--- src/design/issue_pkg.sv ---
package issue_pkg;

	localparam int TAG_IDX_W = 3;
	localparam int TAG_COUNT = 8;
	localparam int QUEUE_DEPTH = 4;
	localparam int QUEUE_IDX_W = $clog2(QUEUE_DEPTH);
	localparam int IMM_W = 16;

	localparam logic QUEUE_INT = 1'b0;
	localparam logic QUEUE_MEM = 1'b1;

	// reorder tag with the wrap bit on top
	typedef struct packed {
		logic wrap;
		logic [TAG_IDX_W-1:0] idx;
	} tag_t;

	typedef struct packed {
		logic queue_sel;
		logic ready;
		logic [IMM_W-1:0] imm;
	} dispatch_t;

	typedef struct packed {
		tag_t tag;
		logic queue_sel;
		logic [IMM_W-1:0] imm;
	} issue_t;

	// true when a is older than b across the wrap
	function automatic logic tag_older(tag_t a, tag_t b);
		if (a.wrap == b.wrap) begin
			return a.idx < b.idx;
		end
		// on different laps the one still on the old lap has the larger index
		return a.idx > b.idx;
	endfunction

	// step a loop pointer and toggle wrap at the end of the ring
	function automatic tag_t tag_next(tag_t t);
		tag_t n;
		n = t;
		if (t.idx == TAG_IDX_W'(TAG_COUNT - 1)) begin
			n.idx = '0;
			n.wrap = ~t.wrap;
		end else begin
			n.idx = t.idx + 1'b1;
		end
		return n;
	endfunction

endpackage

--- src/design/age_issue_unit.sv ---
`timescale 1ns/1ps

module age_issue_unit
	import issue_pkg::*;
(
	input  logic clk,
	input  logic rst_i,
	input  logic dispatch_valid_i,
	input  dispatch_t dispatch_i,
	input  logic wakeup_valid_i,
	input  tag_t wakeup_tag_i,
	input  logic retire_i,
	output logic dispatch_stall_o,
	output logic issue_valid_o,
	output issue_t issue_o
);

	logic rst;
	logic alloc;
	tag_t alloc_tag;
	logic int_full;
	logic mem_full;
	logic int_valid;
	logic mem_valid;
	issue_t int_cand;
	issue_t mem_cand;
	logic int_grant;
	logic mem_grant;

	sync_rst u_sync_rst (
		.clk   (clk),
		.rst_i (rst_i),
		.rst_o (rst)
	);

	tag_alloc u_tag_alloc (
		.clk              (clk),
		.rst_i            (rst),
		.dispatch_valid_i (dispatch_valid_i),
		.queue_sel_i      (dispatch_i.queue_sel),
		.int_full_i       (int_full),
		.mem_full_i       (mem_full),
		.retire_i         (retire_i),
		.alloc_o          (alloc),
		.alloc_tag_o      (alloc_tag),
		.dispatch_stall_o (dispatch_stall_o)
	);

	issue_queue #(.QUEUE_ID(QUEUE_INT)) int_queue (
		.clk            (clk),
		.rst_i          (rst),
		.alloc_i        (alloc),
		.alloc_tag_i    (alloc_tag),
		.dispatch_i     (dispatch_i),
		.wakeup_valid_i (wakeup_valid_i),
		.wakeup_tag_i   (wakeup_tag_i),
		.grant_i        (int_grant),
		.full_o         (int_full),
		.cand_valid_o   (int_valid),
		.cand_o         (int_cand)
	);

	issue_queue #(.QUEUE_ID(QUEUE_MEM)) mem_queue (
		.clk            (clk),
		.rst_i          (rst),
		.alloc_i        (alloc),
		.alloc_tag_i    (alloc_tag),
		.dispatch_i     (dispatch_i),
		.wakeup_valid_i (wakeup_valid_i),
		.wakeup_tag_i   (wakeup_tag_i),
		.grant_i        (mem_grant),
		.full_o         (mem_full),
		.cand_valid_o   (mem_valid),
		.cand_o         (mem_cand)
	);

	issue_arbiter u_issue_arbiter (
		.clk           (clk),
		.rst_i         (rst),
		.int_valid_i   (int_valid),
		.int_cand_i    (int_cand),
		.mem_valid_i   (mem_valid),
		.mem_cand_i    (mem_cand),
		.int_grant_o   (int_grant),
		.mem_grant_o   (mem_grant),
		.issue_valid_o (issue_valid_o),
		.issue_o       (issue_o)
	);

endmodule

--- src/design/issue_arbiter.sv ---
`timescale 1ns/1ps

module issue_arbiter
	import issue_pkg::*;
(
	input  logic clk,
	input  logic rst_i,
	input  logic int_valid_i,
	input  issue_t int_cand_i,
	input  logic mem_valid_i,
	input  issue_t mem_cand_i,
	output logic int_grant_o,
	output logic mem_grant_o,
	output logic issue_valid_o,
	output issue_t issue_o
);

	logic win_en;
	logic win_idx;
	issue_t win_cand;

	// int sits in slot 0 and mem in slot 1
	oldest_select #(.COUNT(2)) u_age (
		.en_i  ({mem_valid_i, int_valid_i}),
		.tag_i ({mem_cand_i.tag, int_cand_i.tag}),
		.en_o  (win_en),
		.tag_o (),
		.idx_o (win_idx)
	);

	assign int_grant_o = win_en && !win_idx;
	assign mem_grant_o = win_en && win_idx;
	assign win_cand = win_idx ? mem_cand_i : int_cand_i;

	always_ff @(posedge clk or posedge rst_i) begin
		if (rst_i) begin
			issue_valid_o <= 1'b0;
		end else begin
			issue_valid_o <= win_en;
		end
	end

	always_ff @(posedge clk) begin
		if (win_en) begin
			issue_o <= win_cand;
		end
	end

endmodule

--- src/design/issue_queue.sv ---
`timescale 1ns/1ps

module issue_queue
	import issue_pkg::*;
#(
	parameter logic QUEUE_ID = QUEUE_INT
) (
	input  logic clk,
	input  logic rst_i,
	input  logic alloc_i,
	input  tag_t alloc_tag_i,
	input  dispatch_t dispatch_i,
	input  logic wakeup_valid_i,
	input  tag_t wakeup_tag_i,
	input  logic grant_i,
	output logic full_o,
	output logic cand_valid_o,
	output issue_t cand_o
);

	logic [QUEUE_DEPTH-1:0] valid_q;
	logic [QUEUE_DEPTH-1:0] ready_q;
	tag_t [QUEUE_DEPTH-1:0] tag_q;
	logic [QUEUE_DEPTH-1:0][IMM_W-1:0] imm_q;

	logic write_en;
	logic [QUEUE_IDX_W-1:0] free_idx;
	logic [QUEUE_IDX_W-1:0] sel_idx;
	logic wake_at_write;
	tag_t sel_tag;

	assign full_o = &valid_q;
	assign write_en = alloc_i && (dispatch_i.queue_sel == QUEUE_ID);
	// wakeup can land in the same cycle as its own dispatch
	assign wake_at_write = wakeup_valid_i && (wakeup_tag_i == alloc_tag_i);

	// lowest free slot
	always_comb begin
		free_idx = '0;
		for (int i = QUEUE_DEPTH - 1; i >= 0; i--) begin
			if (!valid_q[i]) begin
				free_idx = QUEUE_IDX_W'(i);
			end
		end
	end

	oldest_select #(.COUNT(QUEUE_DEPTH)) u_select (
		.en_i  (valid_q & ready_q),
		.tag_i (tag_q),
		.en_o  (cand_valid_o),
		.tag_o (sel_tag),
		.idx_o (sel_idx)
	);

	assign cand_o = '{tag: sel_tag, queue_sel: QUEUE_ID, imm: imm_q[sel_idx]};

	always_ff @(posedge clk or posedge rst_i) begin
		if (rst_i) begin
			valid_q <= '0;
			ready_q <= '0;
		end else begin
			for (int i = 0; i < QUEUE_DEPTH; i++) begin
				if (wakeup_valid_i && valid_q[i] && tag_q[i] == wakeup_tag_i) begin
					ready_q[i] <= 1'b1;
				end
			end
			if (grant_i) begin
				valid_q[sel_idx] <= 1'b0;
			end
			// write_en never reaches a full queue so the chosen slot is free
			if (write_en) begin
				valid_q[free_idx] <= 1'b1;
				ready_q[free_idx] <= dispatch_i.ready || wake_at_write;
			end
		end
	end

	always_ff @(posedge clk) begin
		if (write_en) begin
			tag_q[free_idx] <= alloc_tag_i;
			imm_q[free_idx] <= dispatch_i.imm;
		end
	end

endmodule

--- src/design/oldest_select.sv ---
`timescale 1ns/1ps

module oldest_select
	import issue_pkg::*;
#(
	parameter int COUNT = 4,
	parameter int IDX_W = (COUNT > 1) ? $clog2(COUNT) : 1
) (
	input  logic [COUNT-1:0] en_i,
	input  tag_t [COUNT-1:0] tag_i,
	output logic en_o,
	output tag_t tag_o,
	output logic [IDX_W-1:0] idx_o
);

	if (COUNT == 1) begin : g_leaf
		assign en_o = en_i[0];
		assign tag_o = tag_i[0];
		assign idx_o = '0;
	end else begin : g_node
		localparam int LO = COUNT / 2;
		localparam int HI = COUNT - LO;
		localparam int LO_W = (LO > 1) ? $clog2(LO) : 1;
		localparam int HI_W = (HI > 1) ? $clog2(HI) : 1;

		logic en_lo;
		logic en_hi;
		tag_t tag_lo;
		tag_t tag_hi;
		logic [LO_W-1:0] idx_lo;
		logic [HI_W-1:0] idx_hi;
		logic pick_hi;

		oldest_select #(.COUNT(LO)) u_lo (
			.en_i  (en_i[LO-1:0]),
			.tag_i (tag_i[LO-1:0]),
			.en_o  (en_lo),
			.tag_o (tag_lo),
			.idx_o (idx_lo)
		);

		oldest_select #(.COUNT(HI)) u_hi (
			.en_i  (en_i[COUNT-1:LO]),
			.tag_i (tag_i[COUNT-1:LO]),
			.en_o  (en_hi),
			.tag_o (tag_hi),
			.idx_o (idx_hi)
		);

		// a disabled side always loses and ties go to the low half
		assign pick_hi = en_hi && (!en_lo || tag_older(tag_hi, tag_lo));

		assign en_o = en_lo || en_hi;
		assign tag_o = pick_hi ? tag_hi : tag_lo;
		assign idx_o = pick_hi ? IDX_W'(LO) + IDX_W'(idx_hi) : IDX_W'(idx_lo);
	end

endmodule

--- src/design/sync_rst.sv ---
`timescale 1ns/1ps

module sync_rst (
	input  logic clk,
	input  logic rst_i,
	output logic rst_o
);

	logic rst_meta;
	logic rst_sync;

	always_ff @(posedge clk or posedge rst_i) begin
		if (rst_i) begin
			rst_meta <= 1'b1;
			rst_sync <= 1'b1;
		end else begin
			rst_meta <= 1'b0;
			rst_sync <= rst_meta;
		end
	end

	assign rst_o = rst_sync;

endmodule

--- src/design/tag_alloc.sv ---
`timescale 1ns/1ps

module tag_alloc
	import issue_pkg::*;
(
	input  logic clk,
	input  logic rst_i,
	input  logic dispatch_valid_i,
	input  logic queue_sel_i,
	input  logic int_full_i,
	input  logic mem_full_i,
	input  logic retire_i,
	output logic alloc_o,
	output tag_t alloc_tag_o,
	output logic dispatch_stall_o
);

	tag_t head;
	tag_t tail;
	logic ring_full;
	logic ring_empty;
	logic queue_full;

	// same index on a different lap
	assign ring_full = (head.idx == tail.idx) && (head.wrap != tail.wrap);
	assign ring_empty = (head == tail);

	assign queue_full = (queue_sel_i == QUEUE_MEM) ? mem_full_i : int_full_i;
	assign dispatch_stall_o = ring_full || queue_full;
	assign alloc_o = dispatch_valid_i && !dispatch_stall_o;
	assign alloc_tag_o = tail;

	always_ff @(posedge clk or posedge rst_i) begin
		if (rst_i) begin
			head <= '0;
			tail <= '0;
		end else begin
			if (alloc_o) begin
				tail <= tag_next(tail);
			end
			// nothing to free on an empty ring
			if (retire_i && !ring_empty) begin
				head <= tag_next(head);
			end
		end
	end

endmodule

--- config.mk ---
export PLATFORM = sky130hd
export DESIGN_NAME = age_issue_unit
export DESIGN_NICKNAME = d
export VERILOG_FILES = /design/src/design/issue_pkg.sv /design/src/design/age_issue_unit.sv /design/src/design/issue_arbiter.sv /design/src/design/issue_queue.sv /design/src/design/oldest_select.sv /design/src/design/sync_rst.sv /design/src/design/tag_alloc.sv
export SDC_FILE = /design/constraint.sdc
export NUM_CORES = 1
export LEC_CHECK = 0
export BUFFER_PORTS_ARGS = -buffer_cell sky130_fd_sc_hd__clkbuf_2
export CAP_MARGIN = 10
export CORE_MARGIN = 2
export CORE_UTILIZATION = 48
export CTS_CLUSTER_SIZE = 10
export DETAILED_ROUTE_END_ITERATION = 8
export PLACE_DENSITY = 0.7
export SLEW_MARGIN = 5
export SYNTH_ARGS = -nofsm -noshare
export SYNTH_HDL_FRONTEND = slang
export SYNTH_SLANG_ARGS = --single-unit
--- constraint.sdc ---
create_clock -name clk -period 1.6 [get_ports clk]
set_clock_uncertainty 0.2 [all_clocks]
set_input_delay 0.24 -clock clk [delete_from_list [all_inputs] [get_ports clk]]
set_output_delay 0.24 -clock clk [all_outputs]
set_load 0.1 [all_outputs]
; ---- Word-level counts from Yosys, hierarchy flattened
; Index checks and enable logic that the tools add are counted.
[word_totals]
reg_bits = 208
latch_bits = 0
ram_bits = 0
rom_bits = 0
inputBits = 27
output_inout_bits = 23
word_cells = 248
memories = 0
[op_classes]
n_addsub = 4
n_mul = 0
n_div = 0
order_cmp = 22
n_eq_ne = 21
shift = 0
mux = 86
bitwise = 11
n_reduce_logical = 65
[op_table]
columns = cell, count
row1 = $bwmux 64, 2
row2 = $bmux 16 s2, 2
row3 = $demux 16 s2, 2
row4 = $mux 16, 4
row5 = $mux 4, 14
row6 = $eq 4x4->1, 10
row7 = $mux 1, 39
row8 = $logic_and 1x1->1, 35
row9 = $bwmux 16, 2
row10 = $gt 3x3->1, 7
row11 = $lt 3x3->1, 7
row12 = $mux 21, 1
row13 = $mux 2, 10
row14 = $and 4x4->4, 4
row15 = $demux 4 s2, 2
row16 = $logic_or 1x1->1, 16
row17 = $lt 2x3->1 const B, 4
row18 = $logic_not 1->1, 10
row19 = $bwmux 4, 2
row20 = $demux 1 s2, 4
row21 = $ge 2x1->1 const B, 4
row22 = $not 4->4, 2
row23 = $or 4x4->4, 2
row24 = $reduce_and 4->1, 2
row25 = 9 further kinds, 22

; ---- Depth between registers and ports, before layout
[logic_depth]
depth_word = 23
mapped_depth = 31
depth_no_buf = 28

; ---- Hierarchy
; From an unflattened synthesis, not the netlist that was laid out.
[hier_totals]
cells_unflattened = 682
area_unflattened_um2 = 10417.5
[by_module_without_submodules]
columns = mod, n_inst, cells_per_inst, area_per_inst_um2, seq_area_each_um2
row1 = issue_queue at int_queue, 1, 178, 3484.6, 2602.5
row2 = issue_queue at mem_queue, 1, 176, 3462.1, 2602.5
row3 = issue_arbiter, 1, 48, 930.9, 655.6
row4 = oldest_select at mem_queue.u_select.g_node.u_hi ..., 3, 24, 217.7, 0.0
row5 = tag_alloc, 1, 44, 523.0, 200.2
row6 = oldest_select at int_queue.u_select.g_node.u_hi.g_node.u_hi ..., 10, 7, 48.8, 0.0
row7 = oldest_select at int_queue.u_select.g_node.u_hi ..., 2, 23, 209.0, 0.0
row8 = oldest_select at int_queue.u_select, 1, 22, 206.4, 0.0
row9 = oldest_select at mem_queue.u_select, 1, 22, 191.4, 0.0
row10 = sync_rst, 1, 4, 60.1, 52.6

; ---- Least setup slack after synthesis
; OpenSTA, ideal clock, no wires.
[synth_timing]
kind = reg2reg
start = reg int_queue.tag_q[14] in the netlist's numbering
end = reg u_issue_arbiter.issue_o[10] (netlist name)
setup_ns = 0.262
t_arrival_ns = 5.112
required_ns = 1.138
path_slack_ns = -3.974
path_stages_with_launch = 27
n_path_buf = 3
cell_sequence = edfxtp_1 > ha_1 > a21oi_1 > a21oi_1 > nand2b_1 > a41o_1 > buf_1 > mux2i_1 > inv_1 > ha_1 > nor2b_1 > o21ai_0 > nand2b_1 > nand2_1 > mux2i_1 > o21ai_2 > buf_4 > mux2i_1 > inv_1 > ha_1 > a21o_1 > a21oi_1 > a31oi_1 > mux2_4 > o22ai_4 > buf_6 > mux2_1
[synth_rtl]
columns = element, line
row1 = from (decl), issue_queue.sv:23  ; tag_t [QUEUE_DEPTH-1:0] tag_q;
row2 = "from (signal, indexed assignment)", issue_queue.sv:80  ; tag_q[free_idx] <= alloc_tag_i;

==> results_dict.tcl <==
set metrics [dict create \
    outcome "complete, but fails checks" \
    violations "negative setup slack" \
    area_delta_synth_final_pct 42.2 \
    max_slew.worst_pin.slew_ps 496 \
    routabilityCongestion 0.964 \
    rows 51 \
    setup_slack_ps -3840 \
    synth_edf_count 181 \
    placed_area_sq_um 11400 \
    grt_pass1_wl_mm 39.0 \
    syn_area_sq_um 9410 \
    grt_max_degree 24 \
    slew_headroom_pct 66.6 \
    fmax_mhz 184 \
    cp_top_family "compound AO/OA/AOI/OAI gates" \
    dpl_worst_slack_ps -3970 \
    vdd_drop_max_uv 1730 \
    arrival_ps 5510 \
    finalNetCount 979 \
    slew_violations 0 \
    core-area_sq_um 19300 \
    leakage_nw 5.71 \
    synth_cells 644 \
    numClockSinks 208 \
    clk_pin_slew_ps 50 \
    cap_violations 0 \
    track_usage_pct 25.2 \
    synthesis.nets 696 \
    fin_crit_ps 5440 \
    clk_path_buf_depth 3 \
    yosysUniqueCellTypes 53 \
    synth-seq-cells 208 \
    vias 6695 \
    h-tree-depth 1 \
    syn_avg_cell_area_sq_um 14.6 \
    hold_viol 0 \
    synthArstFlopShare_pct 13.0 \
    port_buffers 49 \
    first_pass_iters 4 \
    setup_viol 241 \
    netlist_top_cells_area "edfxtp_1 58%, mux2i_1 11%, dfrtp_1 6.6%" \
    fin_crit_sh_pct 340 \
    ys.flop_type "edfxtp_1" \
    wire_per_inst_um 22.3 \
    crit_fanout 4 \
    drt.antenna.violating_nets 0 \
    dieArea_sq_um 20700 \
    grt_antenna_before_repair 0 \
    critPathKind "register to register" \
    io_pins 50 \
    start_kind "register" \
    yosys.area.top_type "edfxtp_1" \
    cts_buffers 24 \
    clkLatencyLatePin_ps 520 \
    final_util_pct 69.2 \
    n_fill_cell 1208 \
    start_util_pct 48.7 \
    cts_tree "built" \
    whs_ps 87.8 \
    dieHeight_um 144 \
    drive_above_1_share_pct 41.2 \
    ys.warnings.count 0 \
    crit_required_ps 1670 \
    dpl.hpwl_mm 15.9 \
    critPathSlowestCell "edfxtp_1" \
    final_cells 1210 \
    power_density_nw_per_um2 2090 \
    critical_path.max_stage_delay_ps 430 \
    grt_pass1_vias 7097 \
    remaining_drc_errors 0 \
    place_inst 1090 \
    synth-seq-area-share_pct 64.9 \
    synth_top_area_share_pct 57.7 \
    viasPerCell 5.53 \
    initialDrtViolationCount 547 \
    die_x_um 144 \
    grt-ovfl-total 0 \
    diodes 0 \
    cp-end-kind "register" \
    min_path_type "input pin to async pin" \
    cts-root-buf "clkbuf_16" \
    worst-path-buf-inv 6 \
    final_cell_area_sq_um 13400 \
    routed_wl_mm 27.0 \
    rsz0062_at_grt "yes" \
]
-- repair_timing --
action / 4_1_cts / 5_1_grt
hold endpoints to repair: 141 / 0
gates resized for setup: 83 / 45
hold buffers: 20 / 0
setup endpoints to repair: 246 / 248
pin swaps: 28 / 27
gates cloned: 6 / 4
setup buffers: 36 / 18
-- sequential cells by signal (all words and copies together) (netlist names), 4 cells and up --
register                 flops
mem_queue.imm_q             64
int_queue.tag_q             16
u_tag_alloc.alloc_tag_o      4
mem_queue.ready_q            4
u_tag_alloc.head             4
mem_queue.tag_q             16
mem_queue.valid_q            4
int_queue.valid_q            4
int_queue.imm_q             64
u_issue_arbiter.issue_o     21
int_queue.ready_q            4
-- cell usage after synthesis, types with 3 or more instances --
library cell	number
o32a_1	3
nand3b_1	3
nand2_1	28
a221oi_1	6
edfxtp_1	181
mux2_1	9
and3_1	6
a21oi_1	30
xnor2_1	15
mux2_2	12
clkbuf_1	12
nand3_1	16
a21o_1	5
nor3_1	15
mux2i_1	103
xor2_1	31
nand2b_1	7
nor2b_1	5
and2_1	4
inv_1	31
nor2_1	11
a31oi_1	7
nor4_1	7
dfrtp_1	25
ha_1	25
o21ai_0	7
buf_2	5
-- path summary, 6_finish.rpt --
kind / cells after the start / startpoint / end / slack, ps
max: 27 / mem_queue.tag_q[6] / u_issue_arbiter.issue_o[19] / -3840
min: 3 / rst_i / u_sync_rst.rst_o / 90
max reg2reg: 27 / mem_queue.tag_q[6] / u_issue_arbiter.issue_o[19] / -3840
min reg2reg: 0 / u_sync_rst.rst_meta / u_sync_rst.rst_o / 160
max in group asynchronous: 3 / u_sync_rst.rst_o / u_tag_alloc.alloc_tag_o[0] / 230
min in group clk: 5 / wakeup_valid_i / mem_queue.ready_q[2] / 140
-- layout by cell type, fill, tap and decap left out, types with 5 or more instances in the layout --
cell type and instances:
inv_1 25, ha_4 6, mux2i_1 94, xor2_1 31
buf_4 182, edfxtp_1 181, a21oi_1 16, a31oi_1 6
ha_1 17, dlygate4sd3_1 20, buf_12 14, a21oi_2 12
nor3_1 8, nor4_1 7, buf_6 25, mux2_2 10
mux2_4 11, nand3_1 13, clkbuf_1 19, mux2i_2 6
nor2_1 9, clkbuf_2 26, dfrtp_1 22, nand2_1 26
nand2b_1 6, buf_8 7, clkbuf_16 27, a221oi_1 6
a21o_1 5, xnor2_1 15
-- per-stage QoR --
stage / total power, W / setup TNS, ps
floorplan: 0.0158 / -245880
global placement: 0.0200 / -226190
detailed placement: 0.0204 / -233380
CTS: 0.0272 / -216320
global route: 0.0290 / -251790
finish: 0.0280 / -235130
-- routing by layer --
layer	track usage, %	vias up	wire length, um
met5	0	-	0
met4	13.2	0	1350
met3	3.94	88	1810
met2	43.1	308	13400
met1	31.2	3286	10400
li1	-	3013	-
-- power breakdown --
group	switching, W	internal [W]	total, W	leakage (nW)
Clock	0.00204	0.00282	0.00485	0.325
Combinational	0.00849	0.00679	0.0153	3.40
Sequential	0.000472	0.00738	0.00785	1.99
-- cell families after synthesis --
kind of cell,synth area share [%]
buf+inv,2.49
flops,64.9
simple gates,5.75
other cells,0.0398
compound gates,5.56
xor+xnor,4.28
fa+ha+maj,3.32
mux,13.6
-- layout make-up --
type	instances	area (sq um)	share of cell area (%)
well taps	265	332	2.48
repair buffers	279	2490	18.6
clock buffers	43	672	5.02
flip-flops and latches	208	6120	45.7
clock inverters	1	16.3	0.121
inverters	32	134	1.00
multi-input cells	382	3620	27.1
-- worst reg2reg max path, stage by stage, from the launching register on --
cell and delay, ps:
edfxtp_1 430, ha_4 320, nand3b_1 150, a21oi_2 230
nor2b_4 200, o31ai_4 90, buf_4 150, buf_4 140
a21oi_4 120, inv_1 60, ha_2 180, inv_2 60
a21o_1 150, a21oi_2 80, a31oi_1 150, nor2_1 80
mux2i_2 310, nand2_1 170, o21ba_4 270, ha_4 240
a21o_1 160, a21oi_2 150, a31oi_1 60, mux2_4 290
o22ai_4 190, buf_4 160, buf_6 110, mux2_4 310
Power figures use the tool's default switching activity.
